--- src/rob_pkg.sv ---
`default_nettype none

package rob_pkg;

    localparam int XLEN       = 32;
    localparam int REG_ADDR_W = 5;
    localparam int ROB_DEPTH  = 8;
    localparam int TAG_W      = 3;
    localparam int MD_STEPS   = 32;  // one result bit per iteration

    typedef logic [XLEN-1:0]       word_t;
    typedef logic [REG_ADDR_W-1:0] reg_addr_t;
    typedef logic [TAG_W-1:0]      rob_tag_t;

    typedef enum logic [3:0] {
        OP_ADD  = 4'd0,
        OP_SUB  = 4'd1,
        OP_AND  = 4'd2,
        OP_OR   = 4'd3,
        OP_XOR  = 4'd4,
        OP_SLL  = 4'd5,  // shift by b[4:0]
        OP_MUL  = 4'd8,  // low word of product
        OP_DIVU = 4'd9,
        OP_REMU = 4'd10
    } op_t;

    typedef enum logic [1:0] {
        MD_IDLE = 2'd0,
        MD_RUN  = 2'd1,
        MD_DONE = 2'd2
    } md_state_t;

    // ops that go to the shared multi-cycle unit
    function automatic logic is_multi_cycle(op_t op);
        return (op == OP_MUL) || (op == OP_DIVU) || (op == OP_REMU);
    endfunction

endpackage

`default_nettype wire

--- src/dispatch_unit.sv ---
`timescale 1ns/100ps
`default_nettype none

module dispatch_unit (
    input  logic               clk,
    input  logic               arst_n,
    input  logic               op_req,
    input  rob_pkg::op_t       op,
    input  rob_pkg::word_t     a,
    input  rob_pkg::word_t     b,
    input  rob_pkg::reg_addr_t dest,
    output logic               op_ack,
    input  logic               full,
    input  rob_pkg::rob_tag_t  alloc_tag,
    output logic               alloc,
    output rob_pkg::reg_addr_t alloc_dest,
    output logic               alu_valid,
    output rob_pkg::rob_tag_t  alu_tag,
    output rob_pkg::word_t     alu_value,
    input  logic               md_busy,
    output logic               md_start,
    output rob_pkg::op_t       md_op,
    output rob_pkg::word_t     md_a,
    output rob_pkg::word_t     md_b,
    output rob_pkg::rob_tag_t  md_tag
);

    rob_pkg::op_t   op_q;
    rob_pkg::word_t a_q;
    rob_pkg::word_t b_q;
    rob_pkg::word_t alu_result;
    logic           held_md;
    logic           md_in_use;
    logic           accept;

    assign held_md = rob_pkg::is_multi_cycle(op_q);

    // md unit only reports busy once it has seen md_start, so cover the gap here
    assign md_in_use = md_busy | md_start | (alloc & held_md);

    assign accept = op_req && !op_ack && !full &&
                    !(rob_pkg::is_multi_cycle(op) && md_in_use);

    always_comb begin
        case (op_q)
            rob_pkg::OP_ADD: alu_result = a_q + b_q;
            rob_pkg::OP_SUB: alu_result = a_q - b_q;
            rob_pkg::OP_AND: alu_result = a_q & b_q;
            rob_pkg::OP_OR:  alu_result = a_q | b_q;
            rob_pkg::OP_XOR: alu_result = a_q ^ b_q;
            rob_pkg::OP_SLL: alu_result = a_q << b_q[4:0];
            default:         alu_result = '0;
        endcase
    end

    // handshake and issue strobes
    always_ff @(posedge clk or negedge arst_n) begin
        if (!arst_n) begin
            op_ack    <= 1'b0;
            alloc     <= 1'b0;
            alu_valid <= 1'b0;
            md_start  <= 1'b0;
        end else begin
            if (accept) begin
                op_ack <= 1'b1;
            end else if (!op_req) begin
                op_ack <= 1'b0;  // four-phase return to zero
            end
            alloc     <= accept;
            alu_valid <= alloc & !held_md;
            md_start  <= alloc & held_md;
        end
    end

    // operands captured at acceptance, tb may change them once ack is seen
    always_ff @(posedge clk) begin
        if (accept) begin
            op_q       <= op;
            a_q        <= a;
            b_q        <= b;
            alloc_dest <= dest;
        end
        if (alloc) begin
            alu_tag   <= alloc_tag;
            alu_value <= alu_result;
            md_op     <= op_q;
            md_a      <= a_q;
            md_b      <= b_q;
            md_tag    <= alloc_tag;
        end
    end

endmodule

`default_nettype wire

--- src/mul_div_unit.sv ---
`timescale 1ns/100ps
`default_nettype none

module mul_div_unit (
    input  logic              clk,
    input  logic              arst_n,
    input  logic              md_start,
    input  rob_pkg::op_t      md_op,
    input  rob_pkg::word_t    md_a,
    input  rob_pkg::word_t    md_b,
    input  rob_pkg::rob_tag_t md_tag,
    output logic              md_busy,
    output logic              md_valid,
    output rob_pkg::rob_tag_t md_tag_out,
    output rob_pkg::word_t    md_value
);

    rob_pkg::md_state_t                   state;
    logic [$clog2(rob_pkg::MD_STEPS)-1:0] step;
    rob_pkg::op_t                         op_q;
    rob_pkg::rob_tag_t                    tag_q;
    rob_pkg::word_t                       acc;  // product or partial remainder
    rob_pkg::word_t                       opa;  // multiplicand, or dividend/quotient
    rob_pkg::word_t                       opb;  // multiplier, or divisor
    logic                                 b_zero;
    logic                                 is_mul;
    logic [rob_pkg::XLEN:0]               trial;
    logic                                 launch;

    assign launch = (state == rob_pkg::MD_IDLE) && md_start;
    assign is_mul = (op_q == rob_pkg::OP_MUL);

    // restoring step, top bit set means the subtraction went negative
    assign trial = {acc, opa[rob_pkg::XLEN-1]} - {1'b0, opb};

    always_ff @(posedge clk or negedge arst_n) begin
        if (!arst_n) begin
            state <= rob_pkg::MD_IDLE;
            step  <= '0;
        end else begin
            case (state)
                rob_pkg::MD_IDLE: begin
                    if (md_start) begin
                        state <= rob_pkg::MD_RUN;
                        step  <= '0;
                    end
                end
                rob_pkg::MD_RUN: begin
                    step <= step + 1'b1;
                    if (int'(step) == rob_pkg::MD_STEPS - 1) begin
                        state <= rob_pkg::MD_DONE;
                    end
                end
                rob_pkg::MD_DONE: state <= rob_pkg::MD_IDLE;
                default:          state <= rob_pkg::MD_IDLE;
            endcase
        end
    end

    always_ff @(posedge clk) begin
        if (launch) begin
            op_q   <= md_op;
            tag_q  <= md_tag;
            b_zero <= (md_b == '0);
            acc    <= '0;
            opa    <= md_a;
            opb    <= md_b;
        end else if (state == rob_pkg::MD_RUN) begin
            if (is_mul) begin
                if (opb[0]) begin
                    acc <= acc + opa;
                end
                opa <= opa << 1;
                opb <= opb >> 1;
            end else if (!trial[rob_pkg::XLEN]) begin
                acc <= trial[rob_pkg::XLEN-1:0];
                opa <= {opa[rob_pkg::XLEN-2:0], 1'b1};
            end else begin
                acc <= {acc[rob_pkg::XLEN-2:0], opa[rob_pkg::XLEN-1]};
                opa <= {opa[rob_pkg::XLEN-2:0], 1'b0};
            end
        end
    end

    assign md_busy    = (state != rob_pkg::MD_IDLE);
    assign md_valid   = (state == rob_pkg::MD_DONE);
    assign md_tag_out = tag_q;

    always_comb begin
        case (op_q)
            rob_pkg::OP_DIVU: md_value = b_zero ? '1 : opa;  // x/0 gives all ones
            default:          md_value = acc;  // product or remainder (dividend for x/0)
        endcase
    end

endmodule

`default_nettype wire

--- src/reorder_buffer.sv ---
`timescale 1ns/100ps
`default_nettype none

module reorder_buffer (
    input  logic               clk,
    input  logic               arst_n,
    input  logic               alloc,
    input  rob_pkg::reg_addr_t alloc_dest,
    output rob_pkg::rob_tag_t  alloc_tag,
    output logic               full,
    input  logic               alu_valid,
    input  rob_pkg::rob_tag_t  alu_tag,
    input  rob_pkg::word_t     alu_value,
    input  logic               md_valid,
    input  rob_pkg::rob_tag_t  md_tag_out,
    input  rob_pkg::word_t     md_value,
    output logic               commit_valid,
    output rob_pkg::reg_addr_t commit_dest,
    output rob_pkg::word_t     commit_value
);

    rob_pkg::reg_addr_t             dest_q  [rob_pkg::ROB_DEPTH];
    rob_pkg::word_t                 value_q [rob_pkg::ROB_DEPTH];
    logic [rob_pkg::ROB_DEPTH-1:0]  ready_q;
    rob_pkg::rob_tag_t              head;
    rob_pkg::rob_tag_t              tail;
    logic [rob_pkg::TAG_W:0]        count;
    logic                           commit_fire;

    assign alloc_tag   = tail;
    assign full        = (int'(count) == rob_pkg::ROB_DEPTH);
    assign commit_fire = (count != '0) && ready_q[head];

    // pointers wrap on their own since depth is a power of two
    always_ff @(posedge clk or negedge arst_n) begin
        if (!arst_n) begin
            ready_q      <= '0;
            head         <= '0;
            tail         <= '0;
            count        <= '0;
            commit_valid <= 1'b0;
        end else begin
            if (alloc) begin
                ready_q[tail] <= 1'b0;
                tail          <= tail + 1'b1;
            end
            if (alu_valid) begin
                ready_q[alu_tag] <= 1'b1;
            end
            if (md_valid) begin
                ready_q[md_tag_out] <= 1'b1;
            end
            if (commit_fire) begin
                head <= head + 1'b1;
            end
            case ({alloc, commit_fire})
                2'b10:   count <= count + 1'b1;
                2'b01:   count <= count - 1'b1;
                default: count <= count;
            endcase
            commit_valid <= commit_fire;
        end
    end

    // both writeback ports can land in one cycle, always on different slots
    always_ff @(posedge clk) begin
        if (alloc) begin
            dest_q[tail] <= alloc_dest;
        end
        if (alu_valid) begin
            value_q[alu_tag] <= alu_value;
        end
        if (md_valid) begin
            value_q[md_tag_out] <= md_value;
        end
        if (commit_fire) begin
            commit_dest  <= dest_q[head];
            commit_value <= value_q[head];
        end
    end

endmodule

`default_nettype wire

--- src/arch_regfile.sv ---
`timescale 1ns/100ps
`default_nettype none

module arch_regfile (
    input  logic               clk,
    input  logic               arst_n,
    input  logic               commit_valid,
    input  rob_pkg::reg_addr_t commit_dest,
    input  rob_pkg::word_t     commit_value,
    input  rob_pkg::reg_addr_t rd_addr,
    output rob_pkg::word_t     rd_data
);

    rob_pkg::word_t regs [2**rob_pkg::REG_ADDR_W];

    always_ff @(posedge clk or negedge arst_n) begin
        if (!arst_n) begin
            for (int i = 0; i < 2**rob_pkg::REG_ADDR_W; i++) begin
                regs[i] <= '0;
            end
        end else if (commit_valid && (commit_dest != '0)) begin
            regs[commit_dest] <= commit_value;  // x0 stays zero
        end
    end

    assign rd_data = regs[rd_addr];

endmodule

`default_nettype wire

--- src/ooo_core_top.sv ---
`timescale 1ns/100ps
`default_nettype none

module ooo_core_top (
    input  logic               clk,
    input  logic               arst_n,
    input  logic               op_req,
    input  rob_pkg::op_t       op,
    input  rob_pkg::word_t     a,
    input  rob_pkg::word_t     b,
    input  rob_pkg::reg_addr_t dest,
    output logic               op_ack,
    output logic               commit_valid,
    output rob_pkg::reg_addr_t commit_dest,
    output rob_pkg::word_t     commit_value,
    input  rob_pkg::reg_addr_t rd_addr,
    output rob_pkg::word_t     rd_data
);

    // allocation
    logic               full;
    logic               alloc;
    rob_pkg::rob_tag_t  alloc_tag;
    rob_pkg::reg_addr_t alloc_dest;

    // alu writeback
    logic               alu_valid;
    rob_pkg::rob_tag_t  alu_tag;
    rob_pkg::word_t     alu_value;

    // multi-cycle unit
    logic               md_busy;
    logic               md_start;
    rob_pkg::op_t       md_op;
    rob_pkg::word_t     md_a;
    rob_pkg::word_t     md_b;
    rob_pkg::rob_tag_t  md_tag;
    logic               md_valid;
    rob_pkg::rob_tag_t  md_tag_out;
    rob_pkg::word_t     md_value;

    dispatch_unit u_dispatch_unit (
        .clk(clk), .arst_n(arst_n),
        .op_req(op_req), .op(op), .a(a), .b(b), .dest(dest), .op_ack(op_ack),
        .full(full), .alloc_tag(alloc_tag), .alloc(alloc), .alloc_dest(alloc_dest),
        .alu_valid(alu_valid), .alu_tag(alu_tag), .alu_value(alu_value),
        .md_busy(md_busy), .md_start(md_start), .md_op(md_op),
        .md_a(md_a), .md_b(md_b), .md_tag(md_tag)
    );

    mul_div_unit u_mul_div_unit (
        .clk(clk), .arst_n(arst_n),
        .md_start(md_start), .md_op(md_op), .md_a(md_a), .md_b(md_b), .md_tag(md_tag),
        .md_busy(md_busy), .md_valid(md_valid),
        .md_tag_out(md_tag_out), .md_value(md_value)
    );

    reorder_buffer u_reorder_buffer (
        .clk(clk), .arst_n(arst_n),
        .alloc(alloc), .alloc_dest(alloc_dest), .alloc_tag(alloc_tag), .full(full),
        .alu_valid(alu_valid), .alu_tag(alu_tag), .alu_value(alu_value),
        .md_valid(md_valid), .md_tag_out(md_tag_out), .md_value(md_value),
        .commit_valid(commit_valid), .commit_dest(commit_dest),
        .commit_value(commit_value)
    );

    arch_regfile u_arch_regfile (
        .clk(clk), .arst_n(arst_n),
        .commit_valid(commit_valid), .commit_dest(commit_dest),
        .commit_value(commit_value),
        .rd_addr(rd_addr), .rd_data(rd_data)
    );

endmodule

`default_nettype wire

--- config.mk ---
export PLATFORM = sky130hd
export DESIGN_NAME = ooo_core_top
export DESIGN_NICKNAME = d
export VERILOG_FILES = /design/src/rob_pkg.sv /design/src/dispatch_unit.sv /design/src/mul_div_unit.sv /design/src/reorder_buffer.sv /design/src/arch_regfile.sv /design/src/ooo_core_top.sv
export SDC_FILE = /design/constraint.sdc
export NUM_CORES = 2
export LEC_CHECK = 0
export BUFFER_PORTS_ARGS = -buffer_cell sky130_fd_sc_hd__buf_2
export CORE_MARGIN = 1.5
export CORE_UTILIZATION = 29
export DETAILED_ROUTE_END_ITERATION = 7
export REMOVE_ABC_BUFFERS = 1
export SLEW_MARGIN = 0
export SYNTH_ARGS = -nofsm -noshare
export SYNTH_HDL_FRONTEND = slang
export SYNTH_SLANG_ARGS = --single-unit
--- constraint.sdc ---
create_clock -name clk -period 24.7 [get_ports clk]
set_input_delay 2.47 -clock clk [delete_from_list [all_inputs] [get_ports clk]]
set_output_delay 2.47 -clock clk [all_outputs]
set_load 0.005 [all_outputs]
==> summary.txt <==
STA
  – Tmin final: approximately 8800 ps
  – Sum of negative setup slack: 0 ps
  – Slew @ Worst Pin: 1350 ps
  – Setup WS post-layout: 15940 ps
  – FMAX: 114 MHz
  – Hold_ws: 372 ps
  – Slew headroom: 9.15%
  – Final Max Slew Viols: 0
  – Crit share post-route: 35.5%
  – # setup viols final: 0
  – Final hold violations: 0
  – RSZ-0062 raised after global routing: no
  – Setup Skew: 77.7 ps

Clock tree
  – CTS Buf Count: 178
  – # Post-CTS Setup Buffers: 0
  – Root Driver: clkbuf_16
  – Clock buffer depth: 4
  – Hold-fix buffers at CTS: 0
  – CTS sink cnt: 1667
  – Post-CTS resize count: 0
  – H-Tree Depth: 4
  – Reg clk slew, reported paths: approximately 60 ps
  – TritonCTS clock tree: built
  – Worst-Skew Late Latency: 850 ps

Synth
  – Commonest cells in the netlist: 1073 x mux2_2, 1054 x dfrtp_1, 592 x nand2_1, 581 x edfxtp_1, 474 x o21ai_0
  – Main area contributors after synthesis: dfrtp_1 33%, edfxtp_1 22%, mux2_2 15%
  – #FFs+latches synth: about 1700
  – Number of enable flip-flop cells after synthesis: 581
  – Post-Synthesis Cells: 5935
  – Count leader, synth: mux2_2
  – Avg Inst Size Synth: between 10 and 15 µm²
  – Synth unique cells: 80
  – Share of the synthesized area in the top cell type: 32.5%
  – Ys async rst share: 63.2%
  – Synth warn: 0
  – Post-Syn Area: 0.0811 mm²
  – Sequential share of the synthesized area: 54.8%
  – Synth area leader: dfrtp_1
  – Main synth FF type: dfrtp_1

Layout
  – Layout Nets: between 6000 and 7000
  – Design area: between 0.09 and 0.1 mm²
  – Fraction of layout cells with a size suffix above 1: between 30% and 40%
  – Multi-input logic area: 0.0346 mm²
  – Fillers: around 27000
  – FF/Latch Area: 0.0445 mm²
  – Layout area overhead: 13.0%
  – Fin util: around 33%

Global route
  – Initial antenna violation count: 16
  – Met1 Use GR: 20.2%
  – Pin count of the biggest net entering global routing: 200
  – Busiest layer in global routing: met2
  – GR Overflow Total: 0
  – All-Layer GR Usage: around 15%
  – Met2 Use GR: ~25%
  – Global-route wire length before repair: between 300 and 400 mm
  – GRT met3 Usage: 3.24%
  – Vias in the first global route: 50700

Setup path
  – Crit. Startpoint: rd_addr[0]
  – Critical R2R Capture: u_dispatch_unit.alu_value[30]
  – RR Startpoint: u_dispatch_unit.b_q[0]
  – WP buf/inv: 4
  – Critical Path AT: 6290 ps
  – Kind of critical path: in -> out
  – R2R setup slack: 18870 ps
  – Slowest cell delay on critical path: 820 ps
  – Crit. End Element: primary output
  – CP max-delay cell: buf_4
  – FF-to-FF path depth: 17
  – Crit path required time: 22230 ps
  – Worst setup SP type: input pin
  – CP delay by family, top: buffers and inverters
  – CP Max Fanout: 66
  – Crit-path cells: buf_8, buf_4, buf_4, mux4_2, mux4_2, mux2_2, buf_2

Floorplan
  – Initial Util: 29.3%
  – Row cnt: 193
  – Core Region: ~0.28 mm²
  – Die height: approximately 530 µm
  – Die ar.: 0.283 mm²
  – Die X: 532 µm
  – Ports: between 150 and 200

Routing
  – Initial DRC Count: 4044
  – Residual DRC: 0
  – Total number of vias: slightly below 50000
  – 1st-pass router iterations: 5
  – Drt total wl: roughly 220 mm
  – Vias/cell: between 5 and 6
  – DR WL/cell: 22.7 µm
  – Antenna Nets Post-Route: 0

Place
  – Final HPWL DP: 129 mm
  – IO Port Bufs: 151
  – Placed Area: 0.0859 mm²
  – Dpl ws: 15810 ps
  – GPL Wtd Cong: 0.875

Power
  – Worst VDD drop: approximately 93 µV
  – Power Dens Cells: roughly 120 mW/mm²
  – Lkg Pwr: roughly 0.039 µW

Worst hold path
  – Worst hold path endpoint: u_arch_regfile.regs[1001]
  – Min-delay src: u_arch_regfile.regs[1001]
  – Hold depth: 0
  – Min-Delay Path Class: reg -> reg

Flow run
  – Max_cap viols: 0

Status
  – Outcome: finished, final reports clean
==> state kept, by name, summed over array words and instances, names as in the netlist, 5 cells and up <==
| signal | cells |
|---|---|
| u_mul_div_unit.acc | 32 |
| u_dispatch_unit.alloc_dest | 5 |
| u_dispatch_unit.b_q | 32 |
| u_dispatch_unit.a_q | 32 |
| u_reorder_buffer.value_q | 256 |
| u_arch_regfile.regs | 1024 |
| u_dispatch_unit.alu_value | 32 |
| u_mul_div_unit.opa | 32 |
| u_reorder_buffer.commit_dest | 5 |
| u_reorder_buffer.ready_q | 8 |
| u_mul_div_unit.step | 5 |
| u_mul_div_unit.opb | 32 |
| u_reorder_buffer.dest_q | 40 |
| u_dispatch_unit.md_b | 32 |
| u_reorder_buffer.commit_value | 32 |
| u_dispatch_unit.md_a | 32 |
==> cells in the final DEF (no fill, tap or decap), types with 13 or more instances in the layout <==
| cell | count |
|---|---|
| inv_1 | 132 |
| clkinv_1 | 16 |
| buf_4 | 116 |
| mux2_2 | 1073 |
| a31oi_1 | 27 |
| o211ai_1 | 16 |
| clkbuf_1 | 32 |
| o221ai_1 | 13 |
| nor2_4 | 16 |
| and3_1 | 15 |
| nand2b_1 | 24 |
| dfxtp_1 | 32 |
| nand3_1 | 40 |
| bufinv_16 | 13 |
| o21ai_0 | 466 |
| clkbuf_8 | 21 |
| nand2_1 | 570 |
| a221oi_1 | 25 |
| dfrtp_1 | 1050 |
| buf_2 | 146 |
| nand4_1 | 13 |
| clkinv_2 | 34 |
| o21a_1 | 15 |
| a21o_1 | 49 |
| mux2i_1 | 42 |
| mux4_2 | 414 |
| nor2b_1 | 20 |
| nand2_2 | 22 |
| a21oi_1 | 126 |
| nor4_1 | 13 |
| nor3_1 | 21 |
| ha_1 | 167 |
| clkbuf_16 | 181 |
| edfxtp_1 | 581 |
| xnor2_1 | 76 |
| xor2_1 | 36 |
| a211oi_1 | 13 |
| nor2_1 | 134 |
==> worst max path at each step <==
stage	slack, ps	cells after the start	to
final	15940	7	rd_data[20]
after CTS	15800	7	rd_data[12]
after global routing	15600	7	rd_data[12]
after global placement	15870	7	rd_data[11]
after detailed placement	15810	7	rd_data[11]
after floorplan	9270	3	u_dispatch_unit.alloc
==> kinds of logic after synthesis <==
| group | Yosys count | share of synthesized area (%) |
|---|---|---|
| xor+xnor | 112 | 1.21 |
| mux | 1529 | 26.9 |
| simple gates | 943 | 4.97 |
| flops | 1667 | 54.8 |
| fa+ha+maj | 171 | 2.67 |
| buf+inv | 640 | 2.98 |
| compound gates | 873 | 6.44 |
==> worst reg2reg max path: cells and delay by family (launching register included) <==
| kind | cells | cell delay, ps |
|---|---|---|
| AO/OA/AOI/OAI | 6 | 1950 |
| XOR/XNOR | 1 | 140 |
| buffers and inverters | 3 | 1050 |
| flip-flops | 1 | 350 |
| AND/OR/NAND/NOR | 5 | 1400 |
| adder cells (fa/ha/maj) | 2 | 630 |
==> layer usage <==
metal / share of wire [%] / up-vias
li1: - / 21900
met1: 43 / 25600
met2: 47 / 1539
met3: 6.8 / 373
met4: 3.0 / 16
met5: 0.050 / -
==> per-stage QoR <==
stage / cells / total power, µW
5_1_grt: 9716 / 12100
2_1_floorplan: 5428 / 7450
4_1_cts: 9715 / 11500
3_5_place_dp: 9401 / 8760
3_3_place_gp: 9401 / 8620
6_report: 9719 / 11400
==> final cells by class <==
type	instances	share of cell area, %
Tap cell	3705	5.06
Clock buffer	234	5.39
Antenna cell	4	0.0109
Inverter	133	0.545
Sequential cell	1667	48.5
Multi-Input combinational cell	3628	37.7
Clock inverter	80	0.879
Timing Repair Buffer	268	1.85
==> power by group <==
part	leakage [µW]	switching [µW]	total, µW	internal (µW)
Clock	0.00281	1120	2670	1540
Combinational	0.0160	1910	3890	1990
Sequential	0.0197	795	4840	4050
Note: power is estimated with default switching activity, not from simulation.
